[src/rtl/sdram_defs.svh]
`ifndef SDRAM_DEFS_SVH
`define SDRAM_DEFS_SVH

// request address is {row, bank, column}
`define ADDR_W 27
`define DATA_W 32

// minimum spacing on the command pins, in cycles
`define WAIT_ACTV 3
`define WAIT_ARSR 15
`define WAIT_OTHER 4

// device read latency after READ on the pins
`define CAS_LAT 2
// latched pulse to read-valid pulse
`define RD_LAT 4

// cycles between refresh strobe toggles
`define REFRESH_PERIOD 200

`endif

[src/rtl/sdram_pkg.sv]
`default_nettype none

`include "sdram_defs.svh"

package sdram_pkg;

  // values follow the {ras_n, cas_n, we_n} pin pattern
  typedef enum logic [2:0] {
    NOOP = 3'b111,
    ACTV = 3'b011,
    READ = 3'b101,
    WRTE = 3'b100,
    PRCH = 3'b010,
    ARSR = 3'b001
  } sdram_cmd_e;

  typedef struct packed {
    logic [`ADDR_W-1:0] addr;  // row, bank, column
    logic               we;
    logic [`DATA_W-1:0] wdata;
  } client_req_t;

  typedef struct packed {
    sdram_cmd_e  cmd;
    logic [1:0]  bank;
    logic [12:0] addr;  // row on ACTV, column on READ/WRTE
  } mem_cmd_t;

  typedef struct packed {
    logic               valid;
    logic               id;     // client that issued the read
    logic [`DATA_W-1:0] rdata;
  } rd_resp_t;

endpackage

`default_nettype wire

[src/rtl/sdram_timing.sv]
`timescale 1ns/1ns
`default_nettype none

`include "sdram_defs.svh"

module sdram_timing (
  input  wire logic             CLK,
  input  wire logic             RST,
  input  wire logic             change_requested,
  input  wire sdram_pkg::sdram_cmd_e command,
  output logic                  change_possible,
  output sdram_pkg::sdram_cmd_e state,
  output logic                  clock_prch,
  output logic                  page_active
);

  import sdram_pkg::*;

  logic [3:0] wait_cnt;     // cycles left before the next command
  logic       state_is_rw;
  logic       repeat_rw;
  logic       accept;

  // back-to-back read or write needs no spacing
  assign repeat_rw       = state_is_rw && (command == state);
  assign change_possible = (wait_cnt == 4'd0) || repeat_rw;
  assign accept          = change_requested && change_possible;

  always_ff @(posedge CLK)
  begin
    if (!RST)
    begin
      wait_cnt    <= 4'(`WAIT_ARSR - 1);  // full wait before the first command
      state       <= NOOP;
      state_is_rw <= 1'b0;
      clock_prch  <= 1'b0;
      page_active <= 1'b0;
    end
    else
    begin
      clock_prch <= 1'b0;
      if (accept)
      begin
        state       <= command;
        state_is_rw <= (command == READ) || (command == WRTE);
        case (command)
          ACTV:
          begin
            wait_cnt    <= 4'(`WAIT_ACTV - 1);
            page_active <= 1'b1;
          end
          ARSR:
          begin
            wait_cnt <= 4'(`WAIT_ARSR - 1);
          end
          PRCH:
          begin
            // PRCH reaches the pins one cycle late, so one more cycle here
            wait_cnt    <= 4'(`WAIT_OTHER);
            clock_prch  <= 1'b1;
            page_active <= 1'b0;
          end
          default:
          begin
            wait_cnt <= 4'(`WAIT_OTHER - 1);
          end
        endcase
      end
      else if (wait_cnt != 4'd0)
      begin
        wait_cnt <= wait_cnt - 4'd1;
      end
    end
  end

endmodule

`default_nettype wire

[src/rtl/sdram_sequencer.sv]
`timescale 1ns/1ns
`default_nettype none

`include "sdram_defs.svh"

module sdram_sequencer (
  input  wire logic                   CLK,
  input  wire logic                   RST,
  input  wire logic                   do_act,
  input  wire sdram_pkg::client_req_t sel_req,
  input  wire logic                   refresh_strobe,
  input  wire logic                   change_possible,
  input  wire logic                   clock_prch,
  input  wire logic                   page_active,
  output sdram_pkg::sdram_cmd_e       command,
  output logic                        change_requested,
  output logic                        seq_idle,
  output logic                        latched,
  output sdram_pkg::mem_cmd_t         mem_cmd
);

  import sdram_pkg::*;

  localparam int COL_W  = 13;
  localparam int BANK_W = 2;
  localparam int ROW_W  = `ADDR_W - COL_W - BANK_W;

  sdram_cmd_e                cmd_list [3];  // head is the command being asked for
  logic [1:0]                cmd_left;
  logic [`ADDR_W-1:0]        addr_q;
  logic [ROW_W+BANK_W-1:0]   open_page;     // {row, bank} of the last ACTV
  logic                      refresh_ack;
  logic                      refresh_due;
  logic                      row_hit;
  logic                      accept;
  logic                      load_req;
  sdram_cmd_e                rw_cmd;
  logic [COL_W-1:0]          acc_addr;

  assign command          = cmd_list[0];
  assign change_requested = (cmd_left != 2'd0);
  assign seq_idle         = ~change_requested;
  assign accept           = change_requested && change_possible;
  assign latched          = accept && ((command == READ) || (command == WRTE));

  assign refresh_due = refresh_ack ^ refresh_strobe;  // strobe toggled since last ack
  assign load_req    = seq_idle && !refresh_due && do_act;
  assign rw_cmd      = sel_req.we ? WRTE : READ;
  assign row_hit     = page_active && (sel_req.addr[`ADDR_W-1:COL_W] == open_page);

  always_comb
  begin
    case (command)
      ACTV:       acc_addr = COL_W'(addr_q[`ADDR_W-1 -: ROW_W]);
      READ, WRTE: acc_addr = addr_q[COL_W-1:0];
      default:    acc_addr = '0;
    endcase
  end

  always_ff @(posedge CLK)
  begin
    if (!RST)
    begin
      cmd_left    <= 2'd0;
      cmd_list    <= '{NOOP, NOOP, NOOP};
      refresh_ack <= refresh_strobe;
    end
    else if (change_requested)
    begin
      if (change_possible)
      begin
        cmd_left    <= cmd_left - 2'd1;  // step the list
        cmd_list[0] <= cmd_list[1];
        cmd_list[1] <= cmd_list[2];
        cmd_list[2] <= NOOP;
      end
    end
    else if (refresh_due)
    begin
      refresh_ack <= refresh_strobe;
      cmd_left    <= 2'd2;
      cmd_list    <= '{PRCH, ARSR, NOOP};
    end
    else if (do_act)
    begin
      if (row_hit)
      begin
        cmd_left <= 2'd1;  // page already open
        cmd_list <= '{rw_cmd, NOOP, NOOP};
      end
      else
      begin
        cmd_left <= 2'd3;
        cmd_list <= '{PRCH, ACTV, rw_cmd};
      end
    end
  end

  always_ff @(posedge CLK)
  begin
    if (load_req)
    begin
      addr_q <= sel_req.addr;
    end
    if (accept && (command == ACTV))
    begin
      open_page <= addr_q[`ADDR_W-1:COL_W];
    end
  end

  // command register, PRCH goes out on the tracker's pulse
  always_ff @(posedge CLK)
  begin
    if (!RST)
    begin
      mem_cmd.cmd  <= NOOP;
      mem_cmd.bank <= '0;
      mem_cmd.addr <= '0;
    end
    else if (accept && (command != PRCH))
    begin
      mem_cmd.cmd  <= command;
      mem_cmd.bank <= addr_q[COL_W +: BANK_W];
      mem_cmd.addr <= acc_addr;
    end
    else if (clock_prch)
    begin
      mem_cmd.cmd  <= PRCH;
      mem_cmd.addr <= 13'h0400;  // A10 high, all banks
    end
    else
    begin
      mem_cmd.cmd <= NOOP;
    end
  end

endmodule

`default_nettype wire

[src/rtl/sdram_data_path.sv]
`timescale 1ns/1ns
`default_nettype none

`include "sdram_defs.svh"

module sdram_data_path (
  input  wire logic               CLK,
  input  wire logic               RST,
  input  wire logic               latched,
  input  wire logic               we,
  input  wire logic [`DATA_W-1:0] wdata,
  output logic [`DATA_W-1:0]      dq_out,
  output logic                    dq_oe,
  input  wire logic [`DATA_W-1:0] dq_in,
  output logic                    rd_valid,
  output logic [`DATA_W-1:0]      rd_data
);

  // bit k is set k+1 cycles after a read latch
  logic [`RD_LAT-1:0] rd_strobe;

  assign rd_valid = rd_strobe[`RD_LAT-1];

  always_ff @(posedge CLK)
  begin
    if (!RST)
    begin
      dq_oe     <= 1'b0;
      rd_strobe <= '0;
    end
    else
    begin
      dq_oe     <= latched && we;  // same cycle as WRTE on the pins
      rd_strobe <= {rd_strobe[`RD_LAT-2:0], latched && !we};
    end
  end

  always_ff @(posedge CLK)
  begin
    if (latched && we)
    begin
      dq_out <= wdata;
    end
    // bit 0 lines up with READ on the pins, device answers CAS_LAT later
    if (rd_strobe[`CAS_LAT])
    begin
      rd_data <= dq_in;
    end
  end

endmodule

`default_nettype wire

[src/rtl/client_arbiter.sv]
`timescale 1ns/1ns
`default_nettype none

`include "sdram_defs.svh"

module client_arbiter (
  input  wire logic                         CLK,
  input  wire logic                         RST,
  input  wire logic [1:0]                   req_valid,
  input  wire sdram_pkg::client_req_t [1:0] req,
  input  wire logic                         seq_idle,
  input  wire logic                         latched_any,
  output logic [1:0]                        latched,
  output logic                              do_act,
  output sdram_pkg::client_req_t            sel_req,
  input  wire logic                         rd_valid,
  input  wire logic [`DATA_W-1:0]           rd_data,
  output sdram_pkg::rd_resp_t               rd_resp
);

  logic               hold;     // a grant waits for its latch
  logic               gnt_id;
  logic               rr_ptr;   // client with priority next
  logic               pick;
  logic               sel_id;
  logic [`RD_LAT-1:0] id_pipe;  // ids of reads in flight

  assign pick    = req_valid[rr_ptr] ? rr_ptr : ~rr_ptr;
  assign sel_id  = hold ? gnt_id : pick;
  assign do_act  = hold || (seq_idle && (|req_valid));
  assign sel_req = req[sel_id];
  assign latched = {latched_any && gnt_id, latched_any && !gnt_id};

  assign rd_resp.valid = rd_valid;
  assign rd_resp.id    = id_pipe[`RD_LAT-1];
  assign rd_resp.rdata = rd_data;

  always_ff @(posedge CLK)
  begin
    if (!RST)
    begin
      hold   <= 1'b0;
      gnt_id <= 1'b0;
      rr_ptr <= 1'b0;
    end
    else if (hold)
    begin
      if (latched_any)
      begin
        hold <= 1'b0;  // release and pick again next cycle
      end
    end
    else if (seq_idle && (|req_valid))
    begin
      hold   <= 1'b1;
      gnt_id <= pick;
      rr_ptr <= ~pick;
    end
  end

  // grant id delayed by RD_LAT to line up with rd_valid
  always_ff @(posedge CLK)
  begin
    id_pipe <= {id_pipe[`RD_LAT-2:0], gnt_id};
  end

endmodule

`default_nettype wire

[src/rtl/refresh_timer.sv]
`timescale 1ns/1ns
`default_nettype none

`include "sdram_defs.svh"

module refresh_timer (
  input  wire logic CLK,
  input  wire logic RST,
  output logic      refresh_strobe
);

  localparam int CNT_W = $clog2(`REFRESH_PERIOD);

  logic [CNT_W-1:0] cnt;

  always_ff @(posedge CLK)
  begin
    if (!RST)
    begin
      cnt            <= '0;
      refresh_strobe <= 1'b0;
    end
    else if (cnt == CNT_W'(`REFRESH_PERIOD - 1))
    begin
      cnt            <= '0;
      refresh_strobe <= ~refresh_strobe;  // sequencer acks by level compare
    end
    else
    begin
      cnt <= cnt + 1'b1;
    end
  end

endmodule

`default_nettype wire

[src/rtl/sdram_ctrl_top.sv]
`timescale 1ns/1ns
`default_nettype none

`include "sdram_defs.svh"

module sdram_ctrl_top (
  input  wire logic                         CLK,
  input  wire logic                         RST,
  input  wire logic [1:0]                   req_valid,
  input  wire sdram_pkg::client_req_t [1:0] req,
  output logic [1:0]                        latched,
  output sdram_pkg::rd_resp_t               rd_resp,
  output sdram_pkg::mem_cmd_t               mem_cmd,
  output logic [`DATA_W-1:0]                dq_out,
  output logic                              dq_oe,
  input  wire logic [`DATA_W-1:0]           dq_in
);

  import sdram_pkg::*;

  client_req_t        sel_req;
  sdram_cmd_e         command;
  logic               do_act;
  logic               seq_idle;
  logic               seq_latched;
  logic               change_requested;
  logic               change_possible;
  logic               clock_prch;
  logic               page_active;
  logic               refresh_strobe;
  logic               rd_valid;
  logic [`DATA_W-1:0] rd_data;

  client_arbiter client_arbiter_inst (
    .CLK         (CLK),
    .RST         (RST),
    .req_valid   (req_valid),
    .req         (req),
    .seq_idle    (seq_idle),
    .latched_any (seq_latched),
    .latched     (latched),
    .do_act      (do_act),
    .sel_req     (sel_req),
    .rd_valid    (rd_valid),
    .rd_data     (rd_data),
    .rd_resp     (rd_resp)
  );

  sdram_sequencer sdram_sequencer_inst (
    .CLK              (CLK),
    .RST              (RST),
    .do_act           (do_act),
    .sel_req          (sel_req),
    .refresh_strobe   (refresh_strobe),
    .change_possible  (change_possible),
    .clock_prch       (clock_prch),
    .page_active      (page_active),
    .command          (command),
    .change_requested (change_requested),
    .seq_idle         (seq_idle),
    .latched          (seq_latched),
    .mem_cmd          (mem_cmd)
  );

  // state is only needed inside the tracker
  sdram_timing sdram_timing_inst (
    .CLK              (CLK),
    .RST              (RST),
    .change_requested (change_requested),
    .command          (command),
    .change_possible  (change_possible),
    .state            (),
    .clock_prch       (clock_prch),
    .page_active      (page_active)
  );

  sdram_data_path sdram_data_path_inst (
    .CLK      (CLK),
    .RST      (RST),
    .latched  (seq_latched),
    .we       (sel_req.we),
    .wdata    (sel_req.wdata),
    .dq_out   (dq_out),
    .dq_oe    (dq_oe),
    .dq_in    (dq_in),
    .rd_valid (rd_valid),
    .rd_data  (rd_data)
  );

  refresh_timer refresh_timer_inst (
    .CLK            (CLK),
    .RST            (RST),
    .refresh_strobe (refresh_strobe)
  );

endmodule

`default_nettype wire

[config.mk]
export PLATFORM = sky130hd
export DESIGN_NAME = sdram_ctrl_top
export DESIGN_NICKNAME = d
export VERILOG_FILES = /design/src/rtl/sdram_pkg.sv /design/src/rtl/sdram_timing.sv /design/src/rtl/sdram_sequencer.sv /design/src/rtl/sdram_data_path.sv /design/src/rtl/client_arbiter.sv /design/src/rtl/refresh_timer.sv /design/src/rtl/sdram_ctrl_top.sv
export VERILOG_INCLUDE_DIRS = /design/src /design/src/rtl
export SDC_FILE = /design/constraint.sdc
export NUM_CORES = 1
export LEC_CHECK = 0
export BUFFER_PORTS_ARGS = -buffer_cell sky130_fd_sc_hd__buf_4
export CAP_MARGIN = 10
export CORE_ASPECT_RATIO = 2
export CORE_MARGIN = 2
export CORE_UTILIZATION = 50
export CTS_CLUSTER_DIAMETER = 200
export DETAILED_ROUTE_END_ITERATION = 16
export HOLD_SLACK_MARGIN = 0.03
export PLACE_DENSITY = 0.92
export RECOVER_POWER = 25
export SYNTH_ARGS = -nofsm -noshare
export SYNTH_HDL_FRONTEND = slang
export SYNTH_SLANG_ARGS = --single-unit
[constraint.sdc]
create_clock -name CLK -period 4.1 [get_ports CLK]
set_input_delay 0.205 -clock CLK [delete_from_list [all_inputs] [get_ports CLK]]
set_output_delay 0.205 -clock CLK [all_outputs]
set_load 0.02 [all_outputs]
== After elaboration in Yosys (flattened, before gate mapping) ==
Cells that the tools add are included.
Word-level totals
  flip-flop bits (word level): 166
  bits of input ports: 156
  output and inout bits: 87
  word-level logic and storage cells: 116
Cells by class
  add/subtract/negate cells: 3
  $lt $le $gt $ge: 2
  equality and inequality tests: 12
  multiplexer cells: 33
  bitwise operators: 7
  reductions and logical operators: 34
Operators with widths (count)
  $mux W60: 2
  $mux W9: 5
  $mux W13: 2
  $pmux W13 S2: 1
  $eq A14 B14 Y1: 1
  $logic_and A1 B1 Y1: 13
  $mux W1: 12
  $pmux W4 S3: 1
  $mux W2: 5
  $reduce_and A2 Y1: 5
  $add A8 B1 Y8 const B: 1
  $eq A8 B8 Y1 const B: 1
  $mux W4: 2
  $reduce_bool A2 Y1: 4
  $eq A3 B2 Y1 const B: 2
  $eq A3 B3 Y1 const B: 2
  $mux W3: 2
  $not A1 Y1: 6
  $reduce_or A2 Y1: 3
  $logic_not A4 Y1: 1
  $lt A1 B2 Y1 const B: 2
  $ne A2 B1 Y1 const B: 2
  $reduce_bool A4 Y1: 1
  $sub A4 B1 Y4 const B: 1
  other kinds (10): 14

== Longest topological paths before layout ==
  depth in word-level cells: 12
  mapped depth: 11
  depth with buffers taken out: 9

== Modules after synthesis ==
From an unflattened synthesis, not the netlist that was laid out.
Second synthesis, totals
  cells, all modules: 533
  area total of the unflattened synthesis: 7095.6 µm²
By module, submodules not included
  sdram_sequencer: instances 1, cells each 229, area an instance 2821.5 µm², seq. area each 1821.7 µm²
  sdram_data_path: instances 1, cells each 75, area an instance 2065.7 µm², seq. area each 2021.9 µm²
  client_arbiter: instances 1, cells each 124, area an instance 1268.7 µm², seq. area each 140.1 µm²
  sdram_timing: instances 1, cells each 64, area an instance 573.0 µm², seq. area each 200.2 µm²
  refresh_timer: instances 1, cells each 41, area an instance 366.6 µm², seq. area each 180.2 µm²

== Worst setup path before layout ==
No wires, ideal clock.
  kind: reg2reg
  start point: register sdram_sequencer_inst.cmd_list, in the netlist sdram_sequencer_inst.command[1]
  end point: register sdram_data_path_inst.dq_out[0] (enable)
  setup time: 422 ps
  arrival time: 2703 ps
  data required time: 3678 ps
  slack: 975 ps
  cell stages (with the launch flop): 7
  path buffers: 1
  clock period less this slack: 3125 ps
  cells stage by stage: dfxtp_1 -> clkbuf_1 -> xnor2_1 -> a41oi_1 -> nor2_1 -> nand2_1 -> nor2_1
On the way
  longest elaborated chain between the ends: 6
  elaborated cells on any way between the ends: 9
  those cells by class: eq/ne (3); reduce/logical (6)
Ends and longest elaborated chain
  start, declared: line sdram_sequencer.sv:28  | sdram_cmd_e cmd_list [3];
  start signal, assigned: line sdram_sequencer.sv:65  | cmd_list <= '{NOOP, NOOP, NOOP};
  start signal, assigned: line sdram_sequencer.sv:82  | cmd_list <= '{PRCH, ARSR, NOOP};
  start signal, assigned: line sdram_sequencer.sv:89  | cmd_list <= '{rw_cmd, NOOP, NOOP};
  $eq A3 B3 Y1: line sdram_timing.sv:25  | assign repeat_rw = state_is_rw && (command == state);
  $logic_and A1 B1 Y1: line sdram_timing.sv:25
  $logic_or A1 B1 Y1: line sdram_timing.sv:26  | assign change_possible = (wait_cnt == 4'd0) || repeat_rw;
  $logic_and A1 B1 Y1: line sdram_sequencer.sv:43  | assign accept = change_requested && change_possible;
  $logic_and A1 B1 Y1 (*): line sdram_sequencer.sv:44  | assign latched = accept && ((command == READ) || (command == WRTE));
  $logic_and A1 B1 Y1 (*): line sdram_data_path.sv:40  | if (latched && we)
  end signal, assigned: line sdram_data_path.sv:42  | dq_out <= wdata;
  end, declared: line sdram_data_path.sv:12  | output logic [`DATA_W-1:0] dq_out,
Every way passes the cells marked *; elsewhere a longest branch is shown, timed or not.
A chain may end at the register's enable or synchronous reset.

== Worst setup path in the final report ==
  start point: register client_arbiter_inst.gnt_id
  end point: register sdram_sequencer_inst.cmd_list, in the netlist sdram_sequencer_inst.command[0]
On the way
  longest elaborated chain between the ends: 9
  elaborated cells on any way between the ends: 10
  those cells by class: eq/ne (1); mux (8); reduce/logical (1)
Ends and longest elaborated chain
  start, declared: line client_arbiter.sv:22  | logic gnt_id;
  start signal, assigned: line client_arbiter.sv:56  | gnt_id <= pick;
  $mux W1 (*): line client_arbiter.sv:29  | assign sel_id = hold ? gnt_id : pick;
  $mux W60 (not written as such) (*) (2 in a row): line client_arbiter.sv:31  | assign sel_req = req[sel_id];
  $eq A14 B14 Y1: line sdram_sequencer.sv:49  | assign row_hit = page_active && (sel_req.addr[`ADDR_W-1:COL_W] == open_page);
  $logic_and A1 B1 Y1: line sdram_sequencer.sv:49
  $mux W9 (*): line sdram_sequencer.sv:86  | if (row_hit)
  $mux W9 (*): line sdram_sequencer.sv:84  | else if (do_act)
  $mux W9 (*): line sdram_sequencer.sv:78  | else if (refresh_due)
  $mux W9 (*): line sdram_sequencer.sv:68  | else if (change_requested)
  end signal, assigned: line sdram_sequencer.sv:82
  end signal, assigned: line sdram_sequencer.sv:89
  end signal, assigned: line sdram_sequencer.sv:94  | cmd_list <= '{PRCH, ACTV, rw_cmd};
Every way passes the cells marked *; elsewhere a longest branch is shown, timed or not. The select of a mux whose other input is x is not followed.

==> metrics.txt <==
Wirelength per Cell=19.6 µm; Nets=997; launch point of the worst reg-to-reg path=client_arbiter_inst.gnt_id; Die Wd=88.2 µm; most common cell after layout, fill and taps aside=buf_4; io pins=243; worst-skew pair later-pin latency=0.43 ns; Reg2Reg Setup Slack=0.81 ns; max-cap viol count=1; register area share after synthesis=61.6%; Critical Path End Type=flop; synthesized area=7080 µm²; drt first-iter violations=434; asr flop ratio synth=0%; Post-Syn Instances=559; Netlist cell types=60; CTS H-tree lvls=4; Peak VDD IR=334 µV; clk slew on worst S/H paths=0.08 ns; Area Growth Syn to Fin=41.8%; Setup CP Type=reg2reg; status=finished with violations; final wirelength=20300 µm; EDFF count, synth=106; PortBufs=242; die area=15200 µm²; failing checks=capacitance limit, slew limit; Critical path origin=client_arbiter_inst.gnt_id; Leak=0.00401 µW; Fmax achieved=304 MHz; Total GRT Usage=27.4%; row count=61; # diodes=0; Die Height=172 µm; PwrDens=440 nW/µm²; cts repair resizes=0; first-pass GRT wire length=30900 µm; Hold Crit Class=in2reg; TritonRoute pass-1 iters=7; DR DRC count=0; post-DR vias/cell=5.52; FILL cells=965; Final TNS setup=0 ns; Crit Path Max Fanout=28; total core area=13900 µm²; Rel. slew slack=-5.40%; Warnings, synthesis=0; Clk Tree Root Cell=clkbuf_16; register area=4360 µm²; Inserted Clock Buffers=17; Setup Skew=0.0133 ns; data required time of the worst path=4.46 ns; Period minus WS final=3.29 ns; CTS tree=done; CP arrival=3.65 ns; total number of vias=5745; layout cells sized above 1=40.7%; Syn Nets=718; final hold viol count=0; initial antenna violation count=0; CP Launch Type=flop; starting density of the core=51.0%; Hold Path Origin=req[37]; RSZ-0062 raised after global routing=false; DP Wirelength=14700 µm; Post-synth top flop=edfxtp_1; Final ANT Viol Nets=0; final cycle utilization of the critical path=80.3%; CTS sink count=165; final setup fails=0; gpl congestion=1.03; vias in the first global route=6053; clk buf depth=2; most frequent cells in the layout=buf_4, edfxtp_1, dfxtp_1; largest net degree at the start of global routing=53; Avg Inst Size Synth=12.7 µm²; final slew viol count=34; flops & latches, synth=165; Power Total=4420 µW; multi-input logic area=2560 µm²; worst slew pin tran=1.58 ns; global route total overflow=0
-- synth_stat cells (3+ instances only) --
| library cell | n | share of area, % |
|---|---|---|
| o22ai_1 | 3 | 0.27 |
| mux2_2 | 57 | 9.1 |
| and2_1 | 10 | 0.88 |
| nor3_1 | 10 | 0.71 |
| inv_1 | 17 | 0.90 |
| mux2i_1 | 10 | 1.4 |
| a31oi_1 | 4 | 0.35 |
| nand3_1 | 15 | 1.1 |
| clkbuf_1 | 20 | 1.1 |
| nor2b_1 | 20 | 1.8 |
| nand4_1 | 3 | 0.27 |
| a222oi_1 | 12 | 1.7 |
| edfxtp_1 | 106 | 45 |
| nand2_1 | 33 | 1.7 |
| nand2b_1 | 14 | 1.2 |
| nor2_1 | 31 | 1.6 |
| and3_1 | 5 | 0.44 |
| o211ai_1 | 4 | 0.42 |
| o21ai_0 | 20 | 1.4 |
| dfxtp_1 | 59 | 17 |
| a21oi_1 | 19 | 1.3 |
| a211oi_1 | 3 | 0.32 |
| xnor2_1 | 16 | 2.0 |
| xor2_1 | 14 | 1.7 |
| or2_2 | 3 | 0.27 |
| ha_1 | 3 | 0.53 |
-- flip-flops by register name (all words and copies together), names as in the netlist, 2 cells and up --
register,flops
sdram_timing_inst.state,3
sdram_sequencer_inst.cmd_list,5
sdram_sequencer_inst.addr_q,27
sdram_data_path_inst.rd_data,32
sdram_sequencer_inst.open_page,14
sdram_sequencer_inst.cmd_left,2
client_arbiter_inst.id_pipe,4
sdram_sequencer_inst.command,3
refresh_timer_inst.cnt,8
sdram_sequencer_inst.mem_cmd,18
sdram_timing_inst.wait_cnt,4
sdram_data_path_inst.dq_out,32
sdram_data_path_inst.rd_strobe,4
-- through the flow --
step / setup slack, ns / utilization, % / hold WS [ns] / std cells / area, µm²
after floorplan: 0.975 / - / 0.304 / 559 / 7080
after global placement: 1.15 / 65.7 / 0.313 / 976 / 9120
after detailed placement: 1.07 / 65.7 / 0.316 / 976 / 9120
after CTS: 1.04 / 72.4 / 0.0587 / 1040 / 10100
after global routing: 0.594 / 72.3 / 0.0635 / 1040 / 10000
final: 0.809 / 72.3 / 0.0663 / 1040 / 10000
-- power breakdown --
| part | internal, µW | switching (µW) | total, µW |
|---|---|---|---|
| logic | 391 | 398 | 788 |
| registers | 1920 | 83.8 | 2010 |
| clock network | 877 | 744 | 1620 |
-- kinds of logic after synthesis --
logic type,after synthesis,share of synthesized area [%]
flops,165,61.6
xor+xnor,30,3.71
mux,67,10.5
fa+ha+maj,3,0.530
compound gates,97,9.95
simple gates,155,11.3
buf+inv,42,2.37
-- worst max-delay path, cell delays in order (launching register included) --
cell and delay, ns:
dfxtp_1 0.31, clkbuf_1 0.73, nand2_1 0.26, o31ai_4 0.12, buf_4 0.37, nand2_1 0.12
a311o_1 0.37, a211o_1 0.30, nor4_4 0.34, a311oi_1 0.17, nor2_1 0.13
-- cell type report --
class / count / share of cell area (%)
Clock inverter: 15 / 1.84
Timing Repair Buffer: 285 / 22.0
Sequential cell: 165 / 43.5
Inverter: 17 / 0.636
Clock buffer: 17 / 4.24
Tap cell: 189 / 2.36
Multi-Input combinational cell: 352 / 25.5
-- final timing paths --
kind	endpoint	cells past startpoint
max	sdram_sequencer_inst.command[0]	10
min	sdram_sequencer_inst.addr_q[4]	2
max reg2reg	sdram_sequencer_inst.command[0]	10
min reg2reg	client_arbiter_inst.id_pipe[3]	0
-- per-layer routing --
metal  global-route usage, %  wire [µm]  vias up
met5                       0          0        -
li1                        -          -     2643
met1                    25.4       6270     2719
met2                    51.3      11300      311
met4                    16.7       1200        0
met3                    6.97       1540       72
-- repair_timing --
item,4_1_cts,5_1_grt
setup buffers,0,0
hold buffers,32,0
endpoints found under the hold margin,32,0
(Power assumes the default switching activity.)
